**src/hdl/rv_pkg.sv**
```systemverilog
`default_nettype none

package rv_pkg;

    localparam int XLEN       = 32;
    localparam int REG_ADDR_W = 5;

    typedef logic [XLEN-1:0]       word_t;
    typedef logic [REG_ADDR_W-1:0] reg_idx_t;

    localparam logic [6:0] OPC_OP     = 7'b0110011;    // register-register
    localparam logic [6:0] OPC_OP_IMM = 7'b0010011;    // register-immediate
    localparam logic [6:0] OPC_LOAD   = 7'b0000011;
    localparam logic [6:0] OPC_STORE  = 7'b0100011;
    localparam logic [6:0] OPC_BRANCH = 7'b1100011;
    localparam logic [6:0] OPC_JAL    = 7'b1101111;
    localparam logic [6:0] OPC_JALR   = 7'b1100111;
    localparam logic [6:0] OPC_LUI    = 7'b0110111;
    localparam logic [6:0] OPC_AUIPC  = 7'b0010111;

    localparam logic [6:0] FUNCT7_ALT    = 7'b0100000; // sub, sra
    localparam logic [6:0] FUNCT7_MULDIV = 7'b0000001; // rv32m

    typedef enum logic [3:0] {
        ALU_ADD, ALU_SUB, ALU_AND, ALU_OR, ALU_XOR,
        ALU_SLL, ALU_SRL, ALU_SRA,
        ALU_SLT, ALU_SLTU,
        ALU_PASS_IMM,                                  // lui
        ALU_PC_IMM,                                    // auipc
        ALU_LINK                                       // pc + 4
    } alu_op_e;

    typedef enum logic [2:0] {
        BR_NONE, BR_EQ, BR_NE, BR_LT, BR_GE, BR_LTU, BR_GEU
    } branch_e;

    // matches funct3[1:0] of loads and stores
    typedef enum logic [1:0] {
        MEM_BYTE = 2'b00,
        MEM_HALF = 2'b01,
        MEM_WORD = 2'b10
    } mem_size_e;

    typedef struct packed {
        alu_op_e   alu_op;
        logic      use_imm;                            // operand b is imm
        word_t     imm;
        reg_idx_t  rd;
        reg_idx_t  rs1;
        reg_idx_t  rs2;
        logic      wreg;
        logic      is_load;
        logic      is_store;
        logic      load_unsigned;
        mem_size_e mem_size;
        branch_e   branch;
        logic      is_jal;
        logic      is_jalr;
        logic      is_div;
        logic      div_signed;
        logic      div_rem;                            // rem/remu
    } ctrl_t;

endpackage

`default_nettype wire

```
**src/hdl/rv_alu.sv**
```systemverilog
`timescale 1ns/10ps
`default_nettype none

module rv_alu (
    input  wire rv_pkg::ctrl_t i_ctrl,
    input  wire rv_pkg::word_t i_pc,
    input  wire rv_pkg::word_t i_rs1,
    input  wire rv_pkg::word_t i_rs2,
    output rv_pkg::word_t      o_result,
    output rv_pkg::word_t      o_next_pc
);

    localparam int SHAMT_W = $clog2(rv_pkg::XLEN);

    rv_pkg::word_t      opb;
    rv_pkg::word_t      pc_plus4;
    rv_pkg::word_t      jalr_sum;
    logic [SHAMT_W-1:0] shamt;
    logic               eq, lt, ltu;
    logic               taken;

    assign opb      = i_ctrl.use_imm ? i_ctrl.imm : i_rs2;   // branches keep rs2
    assign shamt    = opb[SHAMT_W-1:0];
    assign pc_plus4 = i_pc + 4;
    assign jalr_sum = i_rs1 + i_ctrl.imm;

    assign eq  = (i_rs1 == opb);
    assign lt  = ($signed(i_rs1) < $signed(opb));
    assign ltu = (i_rs1 < opb);

    always_comb begin
        case (i_ctrl.alu_op)
            rv_pkg::ALU_SUB:      o_result = i_rs1 - opb;
            rv_pkg::ALU_AND:      o_result = i_rs1 & opb;
            rv_pkg::ALU_OR:       o_result = i_rs1 | opb;
            rv_pkg::ALU_XOR:      o_result = i_rs1 ^ opb;
            rv_pkg::ALU_SLL:      o_result = i_rs1 << shamt;
            rv_pkg::ALU_SRL:      o_result = i_rs1 >> shamt;
            rv_pkg::ALU_SRA:      o_result = $signed(i_rs1) >>> shamt;
            rv_pkg::ALU_SLT:      o_result = rv_pkg::word_t'(lt);
            rv_pkg::ALU_SLTU:     o_result = rv_pkg::word_t'(ltu);
            rv_pkg::ALU_PASS_IMM: o_result = i_ctrl.imm;
            rv_pkg::ALU_PC_IMM:   o_result = i_pc + i_ctrl.imm;
            rv_pkg::ALU_LINK:     o_result = pc_plus4;
            default:              o_result = i_rs1 + opb;   // add, load/store address
        endcase
    end

    always_comb begin
        case (i_ctrl.branch)
            rv_pkg::BR_EQ:  taken = eq;
            rv_pkg::BR_NE:  taken = !eq;
            rv_pkg::BR_LT:  taken = lt;
            rv_pkg::BR_GE:  taken = !lt;
            rv_pkg::BR_LTU: taken = ltu;
            rv_pkg::BR_GEU: taken = !ltu;
            default:        taken = 1'b0;
        endcase
    end

    always_comb begin
        if (i_ctrl.is_jalr)
            o_next_pc = {jalr_sum[rv_pkg::XLEN-1:1], 1'b0};
        else if (i_ctrl.is_jal || taken)
            o_next_pc = i_pc + i_ctrl.imm;
        else
            o_next_pc = pc_plus4;
    end

endmodule

`default_nettype wire

```
**src/hdl/rv_core.sv**
```systemverilog
`timescale 1ns/10ps
`default_nettype none

module rv_core (
    input  wire logic          clk,
    input  wire logic          clrn,
    input  wire rv_pkg::word_t i_inst,
    input  wire rv_pkg::word_t i_mem,
    output rv_pkg::word_t      o_pc,
    output rv_pkg::word_t      o_alu_out,
    output rv_pkg::word_t      o_store_data,
    output logic [3:0]         o_wmem
);

    rv_pkg::ctrl_t ctrl;
    rv_pkg::word_t rs1_data, rs2_data;
    rv_pkg::word_t alu_result, next_pc;
    rv_pkg::word_t div_result, load_data, wb_data;
    logic [3:0]    lsu_wmem;
    logic          busy;

    always_ff @(posedge clk or negedge clrn) begin
        if (!clrn)
            o_pc <= '0;
        else if (!busy)                                // held while dividing
            o_pc <= next_pc;
    end

    assign o_alu_out = ctrl.is_div ? div_result : alu_result;
    assign wb_data   = ctrl.is_load ? load_data : o_alu_out;
    assign o_wmem    = (busy || !clrn) ? 4'b0000 : lsu_wmem;   // quiet in reset too

    rv_decoder u_decoder (.i_inst(i_inst), .o_ctrl(ctrl));

    rv_regfile u_regfile (
        .clk, .clrn, .i_ctrl(ctrl), .i_we(ctrl.wreg & ~busy), .i_wdata(wb_data),
        .o_rs1_data(rs1_data), .o_rs2_data(rs2_data)
    );

    rv_alu u_alu (
        .i_ctrl(ctrl), .i_pc(o_pc), .i_rs1(rs1_data), .i_rs2(rs2_data),
        .o_result(alu_result), .o_next_pc(next_pc)
    );

    rv_divider #(.WIDTH(rv_pkg::XLEN)) u_divider (
        .clk, .clrn, .i_ctrl(ctrl), .i_dividend(rs1_data), .i_divisor(rs2_data),
        .o_result(div_result), .o_busy(busy)
    );

    rv_lsu u_lsu (
        .i_ctrl(ctrl), .i_addr(alu_result), .i_mem(i_mem), .i_rs2(rs2_data),
        .o_load_data(load_data), .o_store_data(o_store_data), .o_wmem(lsu_wmem)
    );

endmodule

`default_nettype wire

```
**src/hdl/rv_decoder.sv**
```systemverilog
`timescale 1ns/10ps
`default_nettype none

module rv_decoder (
    input  wire rv_pkg::word_t i_inst,
    output rv_pkg::ctrl_t      o_ctrl
);

    logic [6:0]    opcode;
    logic [2:0]    funct3;
    logic [6:0]    funct7;
    logic          alt;
    rv_pkg::word_t imm_i, imm_s, imm_b, imm_u, imm_j;

    assign opcode = i_inst[6:0];
    assign funct3 = i_inst[14:12];
    assign funct7 = i_inst[31:25];
    assign alt    = (funct7 == rv_pkg::FUNCT7_ALT);

    assign imm_i = {{20{i_inst[31]}}, i_inst[31:20]};
    assign imm_s = {{20{i_inst[31]}}, i_inst[31:25], i_inst[11:7]};
    assign imm_b = {{20{i_inst[31]}}, i_inst[7], i_inst[30:25], i_inst[11:8], 1'b0};
    assign imm_u = {i_inst[31:12], 12'h000};
    assign imm_j = {{12{i_inst[31]}}, i_inst[19:12], i_inst[20], i_inst[30:21], 1'b0};

    function automatic rv_pkg::alu_op_e f3_op(input logic [2:0] f3, input logic sel_alt);
        case (f3)
            3'b000:  f3_op = sel_alt ? rv_pkg::ALU_SUB : rv_pkg::ALU_ADD;
            3'b001:  f3_op = rv_pkg::ALU_SLL;
            3'b010:  f3_op = rv_pkg::ALU_SLT;
            3'b011:  f3_op = rv_pkg::ALU_SLTU;
            3'b100:  f3_op = rv_pkg::ALU_XOR;
            3'b101:  f3_op = sel_alt ? rv_pkg::ALU_SRA : rv_pkg::ALU_SRL;
            3'b110:  f3_op = rv_pkg::ALU_OR;
            default: f3_op = rv_pkg::ALU_AND;
        endcase
    endfunction

    always_comb begin
        o_ctrl     = '0;                               // unknown opcodes stay a nop
        o_ctrl.rd  = i_inst[11:7];
        o_ctrl.rs1 = i_inst[19:15];
        o_ctrl.rs2 = i_inst[24:20];
        case (opcode)
            rv_pkg::OPC_LUI: begin
                o_ctrl.alu_op = rv_pkg::ALU_PASS_IMM;
                o_ctrl.imm    = imm_u;
                o_ctrl.wreg   = 1'b1;
            end
            rv_pkg::OPC_AUIPC: begin
                o_ctrl.alu_op = rv_pkg::ALU_PC_IMM;
                o_ctrl.imm    = imm_u;
                o_ctrl.wreg   = 1'b1;
            end
            rv_pkg::OPC_JAL: begin
                o_ctrl.alu_op = rv_pkg::ALU_LINK;
                o_ctrl.imm    = imm_j;
                o_ctrl.is_jal = 1'b1;
                o_ctrl.wreg   = 1'b1;
            end
            rv_pkg::OPC_JALR: begin
                o_ctrl.alu_op  = rv_pkg::ALU_LINK;
                o_ctrl.imm     = imm_i;
                o_ctrl.is_jalr = (funct3 == 3'b000);
                o_ctrl.wreg    = (funct3 == 3'b000);
            end
            rv_pkg::OPC_BRANCH: begin
                o_ctrl.imm = imm_b;
                case (funct3)
                    3'b000:  o_ctrl.branch = rv_pkg::BR_EQ;
                    3'b001:  o_ctrl.branch = rv_pkg::BR_NE;
                    3'b100:  o_ctrl.branch = rv_pkg::BR_LT;
                    3'b101:  o_ctrl.branch = rv_pkg::BR_GE;
                    3'b110:  o_ctrl.branch = rv_pkg::BR_LTU;
                    3'b111:  o_ctrl.branch = rv_pkg::BR_GEU;
                    default: o_ctrl.branch = rv_pkg::BR_NONE;
                endcase
            end
            rv_pkg::OPC_LOAD: begin
                o_ctrl.imm           = imm_i;
                o_ctrl.use_imm       = 1'b1;
                o_ctrl.mem_size      = rv_pkg::mem_size_e'(funct3[1:0]);
                o_ctrl.load_unsigned = funct3[2];
                o_ctrl.is_load       = (funct3 != 3'b011) && (funct3[2:1] != 2'b11);
                o_ctrl.wreg          = o_ctrl.is_load;
            end
            rv_pkg::OPC_STORE: begin
                o_ctrl.imm      = imm_s;
                o_ctrl.use_imm  = 1'b1;
                o_ctrl.mem_size = rv_pkg::mem_size_e'(funct3[1:0]);
                o_ctrl.is_store = !funct3[2] && (funct3[1:0] != 2'b11);
            end
            rv_pkg::OPC_OP_IMM: begin
                o_ctrl.imm     = imm_i;
                o_ctrl.use_imm = 1'b1;
                o_ctrl.alu_op  = f3_op(funct3, alt && (funct3 == 3'b101));
                if (funct3 == 3'b001)
                    o_ctrl.wreg = (funct7 == 7'd0);
                else if (funct3 == 3'b101)
                    o_ctrl.wreg = (funct7 == 7'd0) || alt;
                else
                    o_ctrl.wreg = 1'b1;
            end
            rv_pkg::OPC_OP: begin
                if (funct7 == rv_pkg::FUNCT7_MULDIV) begin // only div/rem kept
                    o_ctrl.is_div     = funct3[2];
                    o_ctrl.wreg       = funct3[2];
                    o_ctrl.div_signed = !funct3[0];
                    o_ctrl.div_rem    = funct3[1];
                end else begin
                    o_ctrl.alu_op = f3_op(funct3, alt);
                    o_ctrl.wreg   = (funct7 == 7'd0) ||
                                    (alt && (funct3 == 3'b000 || funct3 == 3'b101));
                end
            end
            default: ;
        endcase
    end

endmodule

`default_nettype wire

```
**src/hdl/rv_divider.sv**
```systemverilog
`timescale 1ns/10ps
`default_nettype none

module rv_divider #(
    parameter int WIDTH = 32
) (
    input  wire logic          clk,
    input  wire logic          clrn,
    input  wire rv_pkg::ctrl_t i_ctrl,
    input  wire rv_pkg::word_t i_dividend,
    input  wire rv_pkg::word_t i_divisor,
    output rv_pkg::word_t      o_result,
    output logic               o_busy
);

    localparam int               CNT_W = $clog2(WIDTH + 2);
    localparam logic [CNT_W-1:0] LAST  = CNT_W'(WIDTH + 1);   // sign-fix cycle

    logic [CNT_W-1:0] cnt;
    logic [WIDTH-1:0] a, b;
    logic             sa, sb;
    logic [WIDTH-1:0] mag_a, mag_b;
    logic [WIDTH-1:0] quo, rem, dvs;
    logic             neg_q, neg_r;
    logic [WIDTH:0]   rem_shift, diff;
    logic             ge;
    logic [WIDTH-1:0] q_out, r_out;

    assign a     = i_dividend[WIDTH-1:0];
    assign b     = i_divisor[WIDTH-1:0];
    assign sa    = i_ctrl.div_signed & a[WIDTH-1];
    assign sb    = i_ctrl.div_signed & b[WIDTH-1];
    assign mag_a = sa ? -a : a;
    assign mag_b = sb ? -b : b;

    // one restoring step with quotient bits shifting in from the right
    assign rem_shift = {rem, quo[WIDTH-1]};
    assign ge        = (rem_shift >= {1'b0, dvs});
    assign diff      = rem_shift - {1'b0, dvs};

    always_ff @(posedge clk or negedge clrn) begin
        if (!clrn) begin
            cnt   <= '0;
            quo   <= '0;
            rem   <= '0;
            dvs   <= '0;
            neg_q <= 1'b0;
            neg_r <= 1'b0;
        end else if (i_ctrl.is_div) begin
            if (cnt == '0) begin                       // load magnitudes
                quo   <= mag_a;
                rem   <= '0;
                dvs   <= mag_b;
                neg_q <= (sa ^ sb) && (b != '0);       // x/0 keeps all ones
                neg_r <= sa;
                cnt   <= CNT_W'(1);
            end else if (cnt == LAST) begin
                cnt <= '0;
            end else begin
                quo <= (quo << 1) | WIDTH'(ge);
                rem <= ge ? diff[WIDTH-1:0] : rem_shift[WIDTH-1:0];
                cnt <= cnt + 1'b1;
            end
        end
    end

    // signed overflow comes out as 2^(W-1) / 1 with no special case
    assign q_out    = neg_q ? -quo : quo;
    assign r_out    = neg_r ? -rem : rem;
    assign o_result = rv_pkg::word_t'(i_ctrl.div_rem ? r_out : q_out);
    assign o_busy   = i_ctrl.is_div && (cnt != LAST);

    a_busy_bounded: assert property (@(posedge clk) disable iff (!clrn)
        not (o_busy [* WIDTH+2]));

endmodule

`default_nettype wire

```
**src/hdl/rv_lsu.sv**
```systemverilog
`timescale 1ns/10ps
`default_nettype none

module rv_lsu (
    input  wire rv_pkg::ctrl_t i_ctrl,
    input  wire rv_pkg::word_t i_addr,
    input  wire rv_pkg::word_t i_mem,
    input  wire rv_pkg::word_t i_rs2,
    output rv_pkg::word_t      o_load_data,
    output rv_pkg::word_t      o_store_data,
    output logic [3:0]         o_wmem
);

    logic [7:0]  byte_sel;
    logic [15:0] half_sel;
    logic        ext;
    logic [3:0]  strobe;

    assign byte_sel = i_mem[8*i_addr[1:0] +: 8];
    assign half_sel = i_mem[16*i_addr[1] +: 16];
    assign ext      = !i_ctrl.load_unsigned;

    always_comb begin
        case (i_ctrl.mem_size)
            rv_pkg::MEM_BYTE: o_load_data = {{(rv_pkg::XLEN-8){ext & byte_sel[7]}}, byte_sel};
            rv_pkg::MEM_HALF: o_load_data = {{(rv_pkg::XLEN-16){ext & half_sel[15]}}, half_sel};
            default:          o_load_data = i_mem;
        endcase
    end

    always_comb begin
        case (i_ctrl.mem_size)
            rv_pkg::MEM_BYTE: begin
                o_store_data = {4{i_rs2[7:0]}};        // same byte in every lane
                strobe       = 4'b0001 << i_addr[1:0];
            end
            rv_pkg::MEM_HALF: begin
                o_store_data = {2{i_rs2[15:0]}};
                strobe       = 4'b0011 << {i_addr[1], 1'b0};
            end
            default: begin
                o_store_data = i_rs2;
                strobe       = 4'b1111;
            end
        endcase
    end

    assign o_wmem = i_ctrl.is_store ? strobe : 4'b0000;

endmodule

`default_nettype wire

```
**src/hdl/rv_regfile.sv**
```systemverilog
`timescale 1ns/10ps
`default_nettype none

module rv_regfile (
    input  wire logic          clk,
    input  wire logic          clrn,
    input  wire rv_pkg::ctrl_t i_ctrl,
    input  wire logic          i_we,
    input  wire rv_pkg::word_t i_wdata,
    output rv_pkg::word_t      o_rs1_data,
    output rv_pkg::word_t      o_rs2_data
);

    rv_pkg::word_t [2**rv_pkg::REG_ADDR_W-1:1] regs;  // x0 is not stored

    assign o_rs1_data = (i_ctrl.rs1 == '0) ? '0 : regs[i_ctrl.rs1];
    assign o_rs2_data = (i_ctrl.rs2 == '0) ? '0 : regs[i_ctrl.rs2];

    always_ff @(posedge clk or negedge clrn) begin
        if (!clrn) begin
            regs <= '0;
        end else if (i_we && i_ctrl.rd != '0) begin
            regs[i_ctrl.rd] <= i_wdata;
        end
    end

endmodule

`default_nettype wire

```
**config.mk**
```make
export PLATFORM = sky130hd
export DESIGN_NAME = rv_core
export DESIGN_NICKNAME = d
export VERILOG_FILES = /design/src/hdl/rv_pkg.sv /design/src/hdl/rv_alu.sv /design/src/hdl/rv_core.sv /design/src/hdl/rv_decoder.sv /design/src/hdl/rv_divider.sv /design/src/hdl/rv_lsu.sv /design/src/hdl/rv_regfile.sv
export SDC_FILE = /design/constraint.sdc
export NUM_CORES = 2
export LEC_CHECK = 0
export BUFFER_PORTS_ARGS = -buffer_cell sky130_fd_sc_hd__buf_2
export CORE_MARGIN = 2
export CORE_UTILIZATION = 55
export CTS_CLUSTER_DIAMETER = 150
export CTS_CLUSTER_SIZE = 14
export DETAILED_ROUTE_END_ITERATION = 10
export GPL_TIMING_DRIVEN = 0
export PLACE_DENSITY = 0.8
export RECOVER_POWER = 100
export SLEW_MARGIN = 10
export SYNTH_ARGS = -nofsm -noshare
export SYNTH_HDL_FRONTEND = slang
export SYNTH_HIERARCHICAL = 1
export SYNTH_SLANG_ARGS = --single-unit
```
**constraint.sdc**
```tcl
create_clock -name clk -period 16.3 [get_ports clk]
set_clock_uncertainty 0.1 [all_clocks]
set_input_delay 1.63 -clock clk [delete_from_list [all_inputs] [get_ports clk]]
set_output_delay 1.63 -clock clk [all_outputs]
set_load 0.01 [all_outputs]
```
-- Yosys cells after proc, flatten, opt, wreduce, memory -nomap -nowiden
Cells that the tools add are included.
- $add $sub $neg: 11
- magnitude comparators: 7
- equal/unequal tests: 44
- shift-type cells: 7
- mux-type cells: 57
- bitwise operators: 11
- reductions and logical operators: 36
- operator list (cell ; count):
    992-bit bitwise mux ; 1
    32-bit 2-to-1 mux ; 20
    32-bit one-hot mux with 12 select lines ; 1
    32-bit binary-select mux with 5-bit select ; 2
    32-bit demux with 5-bit select ; 1
    32-bit one-hot mux with 5 select lines ; 1
    32-bit negation ; 4
    32-bit one-hot mux with 2 select lines ; 2
    32-bit adder ; 3
    32-bit less-than comparator ; 2
    32-bit subtractor ; 2
    4-bit one-hot mux with 7 select lines ; 2
    33-bit by 32-bit >= comparator with 1-bit output ; 1
    32-bit by 3-bit adder with 32-bit output (second input constant) ; 1
    32-bit AND ; 1
    32-bit equality test ; 1
    32-bit by 1-bit bitwise OR with 32-bit output ; 1
    32-bit bitwise OR ; 1
    32-bit nonzero test ; 1
    32-bit by 6-bit indexed part select with 16-bit output ; 1
    32-bit by 6-bit indexed part select with 8-bit output ; 1
    32-bit by 5-bit << shifter with 32-bit output ; 1
    32-bit by 5-bit >> shifter with 32-bit output ; 1
    32-bit by 5-bit >>> shifter with 32-bit output ; 1
    other kinds (49) ; 120
- bits in registers: 1128
- input bits: 66
- output and inout bits: 100
- word-level logic and storage cells: 211

-- Logic depth before layout (Yosys ltp)
- depth in word-level cells: 12
- gate-level depth with buffers: 35
- gate-level depth less buffers: 25

-- Cells and area by module
The synthesis kept the hierarchy.
- modules (own cells, without submodules) (module ; instances ; cells each ; area an instance (um^2) ; sequential area each (um^2)):
    rv_regfile ; 1 ; 3658 ; 53515.1 ; 24823.8
    rv_alu ; 1 ; 2108 ; 13959.6 ; 0.0
    rv_divider ; 1 ; 1180 ; 9011.1 ; 2602.5
    rv_core ; 1 ; 146 ; 2140.8 ; 800.8
    rv_lsu ; 1 ; 184 ; 1346.3 ; 0.0
    rv_decoder ; 1 ; 133 ; 955.9 ; 0.0

-- Worst setup path before layout
Ideal clock, no wire load.
- path type: input to output
- start: input port i_inst[20]
- end: output port o_wmem[0]
- arrival time: 7.506 ns
- data required time: 14.570 ns
- path slack: 7.064 ns
- stages: 32
- buffers on the path: 9
- cell sequence: buf_4 -> buf_2 -> buf_4 -> buf_4 -> clkbuf_1 -> nor2_1 -> a21oi_1 -> a31oi_1 -> o21ai_1 -> mux2i_4 -> inv_4 -> buf_6 -> buf_4 -> buf_2 -> buf_2 -> ha_1 -> inv_1 -> fa_1 -> or3b_1 -> a31oi_1 -> or3_1 -> a221oi_1 -> a21oi_1 -> nor4_1 -> a21oi_1 -> nor3_1 -> nor4_1 -> a21oi_1 -> and2b_2 -> o21bai_2 -> and2_1 -> and2_1
- longest elaborated chain between the ends: 10
- elaborated cells between the ends (all ways): 23
- those cells by class: add/sub (3); order compare (2); shift (5); mux (9); bitwise (3); reduce/logical (1)
- RTL lines (item ; RTL line ; RTL):
    start: declaration ; rv_core.sv:7 ; input wire rv_pkg::word_t i_inst,
    32-bit binary-select mux with 5-bit select ; rv_regfile.sv:17 ; assign o_rs2_data = (i_ctrl.rs2 == '0) ? '0 : regs[i_ctrl.rs2];
    32-bit 2-to-1 mux (implied by the code) ; rv_regfile.sv:17 ;
    32-bit 2-to-1 mux (*) ; rv_regfile.sv:17 ;
    named net rs2_data[0] ; rv_core.sv:16 ; rv_pkg::word_t rs1_data, rs2_data;
    32-bit 2-to-1 mux (*) ; rv_alu.sv:22 ; assign opb = i_ctrl.use_imm ? i_ctrl.imm : i_rs2;
    32-bit adder (tied with other cells) ; rv_alu.sv:45 ; default: o_result = i_rs1 + opb;
    32-bit one-hot mux with 12 select lines (*) ; rv_alu.sv:32 ; case (i_ctrl.alu_op)
    named net alu_result[0] ; rv_core.sv:17 ; rv_pkg::word_t alu_result, next_pc;
    1-bit by 2-bit << shifter with 4-bit output (*) ; rv_lsu.sv:35 ; strobe = 4'b0001 << i_addr[1:0];
    4-bit one-hot mux with 2 select lines (*) ; rv_lsu.sv:32 ; case (i_ctrl.mem_size)
    4-bit 2-to-1 mux (*) ; rv_lsu.sv:48 ; assign o_wmem = i_ctrl.is_store ? strobe : 4'b0000;
    named net lsu_wmem[0] ; rv_core.sv:19 ; logic [3:0] lsu_wmem;
    4-bit 2-to-1 mux (*) ; rv_core.sv:31 ; assign o_wmem = (busy || !clrn) ? 4'b0000 : lsu_wmem;
    end: declaration ; rv_core.sv:12 ; output logic [3:0] o_wmem
The timed path passes the listed nets; every way through them passes the cells marked *. The select of a mux whose other input is x is not followed.

-- Worst setup path in the final report
- start: input port i_inst[22]
- end: output port o_alu_out[29]
- longest elaborated chain between the ends: 7
- elaborated cells between the ends (all ways): 17
- those cells by class: add/sub (3); shift (3); mux (7); bitwise (3); reduce/logical (1)
- RTL lines (item ; RTL line ; RTL):
    32-bit binary-select mux with 5-bit select ; rv_regfile.sv:17 ;
    32-bit 2-to-1 mux (implied by the code) ; rv_regfile.sv:17 ;
    32-bit 2-to-1 mux (*) ; rv_regfile.sv:17 ;
    named net rs2_data[1] ; rv_core.sv:16 ;
    32-bit 2-to-1 mux (*) ; rv_alu.sv:22 ;
    32-bit adder (tied with other cells) ; rv_alu.sv:45 ;
    32-bit one-hot mux with 12 select lines (*) ; rv_alu.sv:32 ;
    named net alu_result[29] ; rv_core.sv:17 ;
    32-bit 2-to-1 mux (*) ; rv_core.sv:29 ; assign o_alu_out = ctrl.is_div ? div_result : alu_result;
    end: declaration ; rv_core.sv:10 ; output rv_pkg::word_t o_alu_out,
Marks and branches as above.

==> metrics.txt <==
# TYPE chip_impl_metric gauge
chip_impl_metric{name="initial_antenna_violation_count",unit=""} 31
chip_impl_metric{name="num_rows",unit=""} 140
chip_impl_metric{name="final.period_utilization",unit=""} 0.9741
chip_impl_metric{name="routed_wirelength_normalized_by_instance_count",unit="um"} 40.43
chip_impl_metric{name="syn_nets",unit=""} 7678
chip_impl_metric{name="vias_per_cell",unit=""} 7.469
chip_impl_metric{name="timing.critical_path.arrival",unit="ps"} 14150
chip_impl_metric{name="track_usage",unit=""} 0.5129
chip_impl_metric{name="die_width",unit="um"} 387.6
chip_impl_info{name="kind_of_path_behind_the_tightest_hold_check",value="reg -> reg"} 1
chip_impl_metric{name="cts-resized-gates",unit=""} 0
chip_impl_metric{name="placed_area",unit="um^2"} 85910
chip_impl_info{name="synth_area_leaders",value="sky130_fd_sc_hd__dfrtp_1 (35%), sky130_fd_sc_hd__mux2_2 (17%), sky130_fd_sc_hd__mux4_2 (11%), sky130_fd_sc_hd__mux2i_1 (4.5%), sky130_fd_sc_hd__ha_1 (3.1%)"} 1
chip_impl_metric{name="fin_crit",unit="ps"} 15880
chip_impl_metric{name="leakage",unit="nW"} 39.57
chip_impl_info{name="tritoncts",value="done"} 1
chip_impl_metric{name="ys_async_sr_fraction",unit=""} 1.000
chip_impl_info{name="run_status",value="finished with violations"} 1
chip_impl_info{name="cell_class_contributing_the_biggest_share_of_worst_path_delay",value="compound AO/OA/AOI/OAI gates"} 1
chip_impl_info{name="leading_cell_type_in_the_layout_fill_and_taps_excluded",value="sky130_fd_sc_hd__mux2_2"} 1
chip_impl_metric{name="multiInputGateArea",unit="um^2"} 49170
chip_impl_metric{name="totalWireLength",unit="um"} 392400
chip_impl_metric{name="synthDistinctLibCells",unit=""} 127
chip_impl_metric{name="worst_path_largest_cell_delay",unit="ps"} 1570
chip_impl_metric{name="cts_inserted_buffers",unit=""} 90
chip_impl_metric{name="layout-drive-gt1-share",unit=""} 0.2853
chip_impl_metric{name="filler_cell_count",unit=""} 12000
chip_impl_metric{name="setup_violations_final",unit=""} 0
chip_impl_metric{name="cts_post_setup_buffers_inserted",unit=""} 0
chip_impl_metric{name="setup_tns",unit="ps"} 0
chip_impl_metric{name="timing_max_transition_violations_final",unit=""} 927
chip_impl_metric{name="worst_vdd_ir",unit="uV"} 107.3
chip_impl_metric{name="route.detailed.drc",unit=""} 0
chip_impl_metric{name="timing.critical_path.required",unit="ps"} 14570
chip_impl_metric{name="boundaryPins",unit=""} 166
chip_impl_metric{name="cts_max_level",unit=""} 3
chip_impl_metric{name="synth_enable_flop_cells",unit=""} 0
chip_impl_metric{name="design.core.area",unit="um^2"} 145900
chip_impl_info{name="setup.worst_path.class",value="in -> out"} 1
chip_impl_metric{name="gate_count_post_synth",unit=""} 7409
chip_impl_metric{name="finalNetCount",unit=""} 8018
chip_impl_metric{name="dr_pass1_iterations",unit=""} 7
chip_impl_metric{name="grt-ovfl-total",unit=""} 0
chip_impl_metric{name="synthDominantCellAreaShare",unit=""} 0.3488
chip_impl_metric{name="cts-root-to-sink-buffers",unit=""} 3
chip_impl_metric{name="initial_utilization",unit=""} 0.5546
chip_impl_metric{name="seq_area_frac_synth",unit=""} 0.3488
chip_impl_metric{name="synth.yosys.warnings",unit=""} 6
chip_impl_info{name="failing_checks",value="capacitance limit, slew limit"} 1
chip_impl_metric{name="die-height",unit="um"} 387.6
chip_impl_metric{name="gp_weighted_congestion",unit=""} 1.125
chip_impl_metric{name="detailed_place_hpwl",unit="um"} 295300
chip_impl_metric{name="syn_area",unit="um^2"} 80930
chip_impl_info{name="crit_path_top_delay_cell",value="sky130_fd_sc_hd__o21ai_0"} 1
chip_impl_info{name="biggest_area_consumer_among_synthesized_cells",value="sky130_fd_sc_hd__dfrtp_1"} 1
chip_impl_metric{name="cp_max_fo",unit=""} 10
chip_impl_metric{name="io_buffers",unit=""} 165
chip_impl_metric{name="ys_seq_elements",unit=""} 1128
chip_impl_metric{name="cts.sinks",unit=""} 1128
chip_impl_info{name="rsz0062_at_grt",value="false"} 1
chip_impl_metric{name="grt_start_max_net_pins",unit=""} 156
chip_impl_metric{name="clock_latency_on_the_worst_skew_pair",unit="ps"} 810
chip_impl_metric{name="area_grow_syn2layout",unit="%"} 8.718
chip_impl_info{name="commonest_cells_after_routing_fill_and_taps_aside",value="sky130_fd_sc_hd__mux2_2 (1149), sky130_fd_sc_hd__dfrtp_1 (1128), sky130_fd_sc_hd__nand2_1 (509), sky130_fd_sc_hd__mux4_2 (407), sky130_fd_sc_hd__clkbuf_1 (379)"} 1
chip_impl_metric{name="final_area",unit="um^2"} 87980
chip_impl_metric{name="vias_in_the_first_global_route",unit=""} 70110
chip_impl_info{name="timing.critical_path.mode_cell",value="sky130_fd_sc_hd__clkbuf_1"} 1
chip_impl_metric{name="postLayoutCoreUtil",unit=""} 0.6030
chip_impl_metric{name="vias",unit=""} 72480
chip_impl_metric{name="detail-route-antenna-nets",unit=""} 0
chip_impl_info{name="ctsRootBufferMaster",value="sky130_fd_sc_hd__clkbuf_16"} 1
chip_impl_metric{name="cap_violations",unit=""} 17
chip_impl_metric{name="crit_buf_inv",unit=""} 10
chip_impl_metric{name="area.sequential",unit="um^2"} 28230
chip_impl_metric{name="grt_pass1_wl",unit="um"} 542000
chip_impl_info{name="cp-start-kind",value="input pin"} 1
chip_impl_metric{name="syn_avg_cell_area",unit="um^2"} 10.92
chip_impl_metric{name="fmax",unit="GHz"} 0.06298
chip_impl_metric{name="fp.dieArea",unit="um^2"} 150200
chip_impl_info{name="worst_setup_path_end_kind",value="output pin"} 1
chip_impl_metric{name="holdBufCountCts",unit=""} 0
chip_impl_metric{name="timing.final.hold_violations",unit=""} 0
chip_impl_metric{name="clkSlewWorstSetupHoldPaths",unit="ps"} 70
chip_impl_metric{name="tightest_slew",unit="ps"} 8014
chip_impl_metric{name="total_power_density_per_cell_area",unit="nW/um^2"} 79.05
chip_impl_metric{name="drt_first_iter_violations",unit=""} 10690
chip_impl_info{name="ys.flop_type",value="sky130_fd_sc_hd__dfrtp_1"} 1
chip_impl_metric{name="slew_headroom",unit=""} -4.343
[cell type report]
cell class | instances | share of cell area
diodes | 29 | 0.0008248
plain buffers | 643 | 0.03577
clock buffers | 94 | 0.02600
clock inverters | 7 | 0.002275
inverters | 181 | 0.007750
multi-input cells | 5457 | 0.5588
flip-flops and latches | 1128 | 0.3208
well taps | 1917 | 0.02726
repair buffers | 248 | 0.02049
[worst paths after layout]
path	cells past startpoint	start	endpoint	slack [ps]
hold / removal	2	u_divider/dvs[28]	u_divider/dvs[28]	390
max in group asynchronous	3	clrn	u_regfile/regs[60]	4350
setup / recovery	27	i_inst[22]	o_alu_out[29]	420
min in group asynchronous	1	clrn	u_regfile/regs[623]	1830
hold reg to reg	2	u_divider/dvs[28]	u_divider/dvs[28]	390
setup reg to reg	31	u_regfile/regs[128]	u_regfile/regs[397]	4170
[registers in the layout, summed over array words and instances, names as in the netlist]
| name | count |
|---|---|
| u_regfile/regs | 992 |
| o_pc | 32 |
| u_divider/dvs | 32 |
| u_divider/quo | 32 |
| u_divider/rem | 32 |
| u_divider/cnt | 6 |
| u_divider/neg_q | 1 |
| u_divider/neg_r | 1 |
[report_power, final]
group          internal [mW]  switching, mW  total, mW
Clock                   1.00           1.09       2.09
Sequential              2.89          0.115       3.01
Combinational          0.564           1.29       1.85
Total                   4.46           2.49       6.95
[kinds of logic after synthesis]
group,after synthesis,synth area share
mux,2011,0.3349
compound gates,1537,0.1244
simple gates,1450,0.08483
flops,1128,0.3488
buf+inv,824,0.04751
xor+xnor,255,0.02760
fa+ha+maj,204,0.03197
[stage by stage]
| step | cells | hold slack, ps | setup WS (ps) | total power, mW |
|---|---|---|---|---|
| after floorplan | 7409 | 349.8 | 7064 | 3.982 |
| after global placement | 9491 | 366.2 | -10720 | 4.759 |
| after detailed placement | 9572 | 372.4 | 2162 | 4.826 |
| after CTS | 9673 | 387.9 | 2116 | 6.880 |
| after global routing | 9678 | 404.0 | 868.5 | 7.099 |
| final | 9704 | 385.6 | 422.8 | 6.955 |
[tightest hold or removal path, cell delays in order, from the launching register on]
cell	delay (ps)
sky130_fd_sc_hd__dfrtp_1	340
sky130_fd_sc_hd__nand2_1	50
sky130_fd_sc_hd__o21ai_0	60
[Yosys cell counts (all sizes together), types with 54 or more instances]
cell type / number
xor2: 105
ha: 198
nor3: 104
inv: 178
nor2b: 125
clkbuf: 304
mux4: 420
o22ai: 63
o31ai: 54
mux2: 1226
a21oi: 368
mux2i: 365
nand2: 510
xnor2: 150
a21o: 77
dfrtp: 1128
o211ai: 93
nor2: 366
nand3: 81
a221oi: 84
o21ai: 376
a31oi: 66
buf: 339
[routing by layer]
layer | routed length [um] | part of all wire | global-route usage | vias up
li1 | - | - | - | 28410
met3 | 54160 | 0.14 | 0.2051 | 1833
met5 | 115 | 0.00029 | 0.0009569 | -
met1 | 134100 | 0.34 | 0.6063 | 36200
met4 | 44050 | 0.11 | 0.4522 | 16
met2 | 160000 | 0.41 | 0.7206 | 6019
No activity file was read; power rests on OpenSTA's default activity.
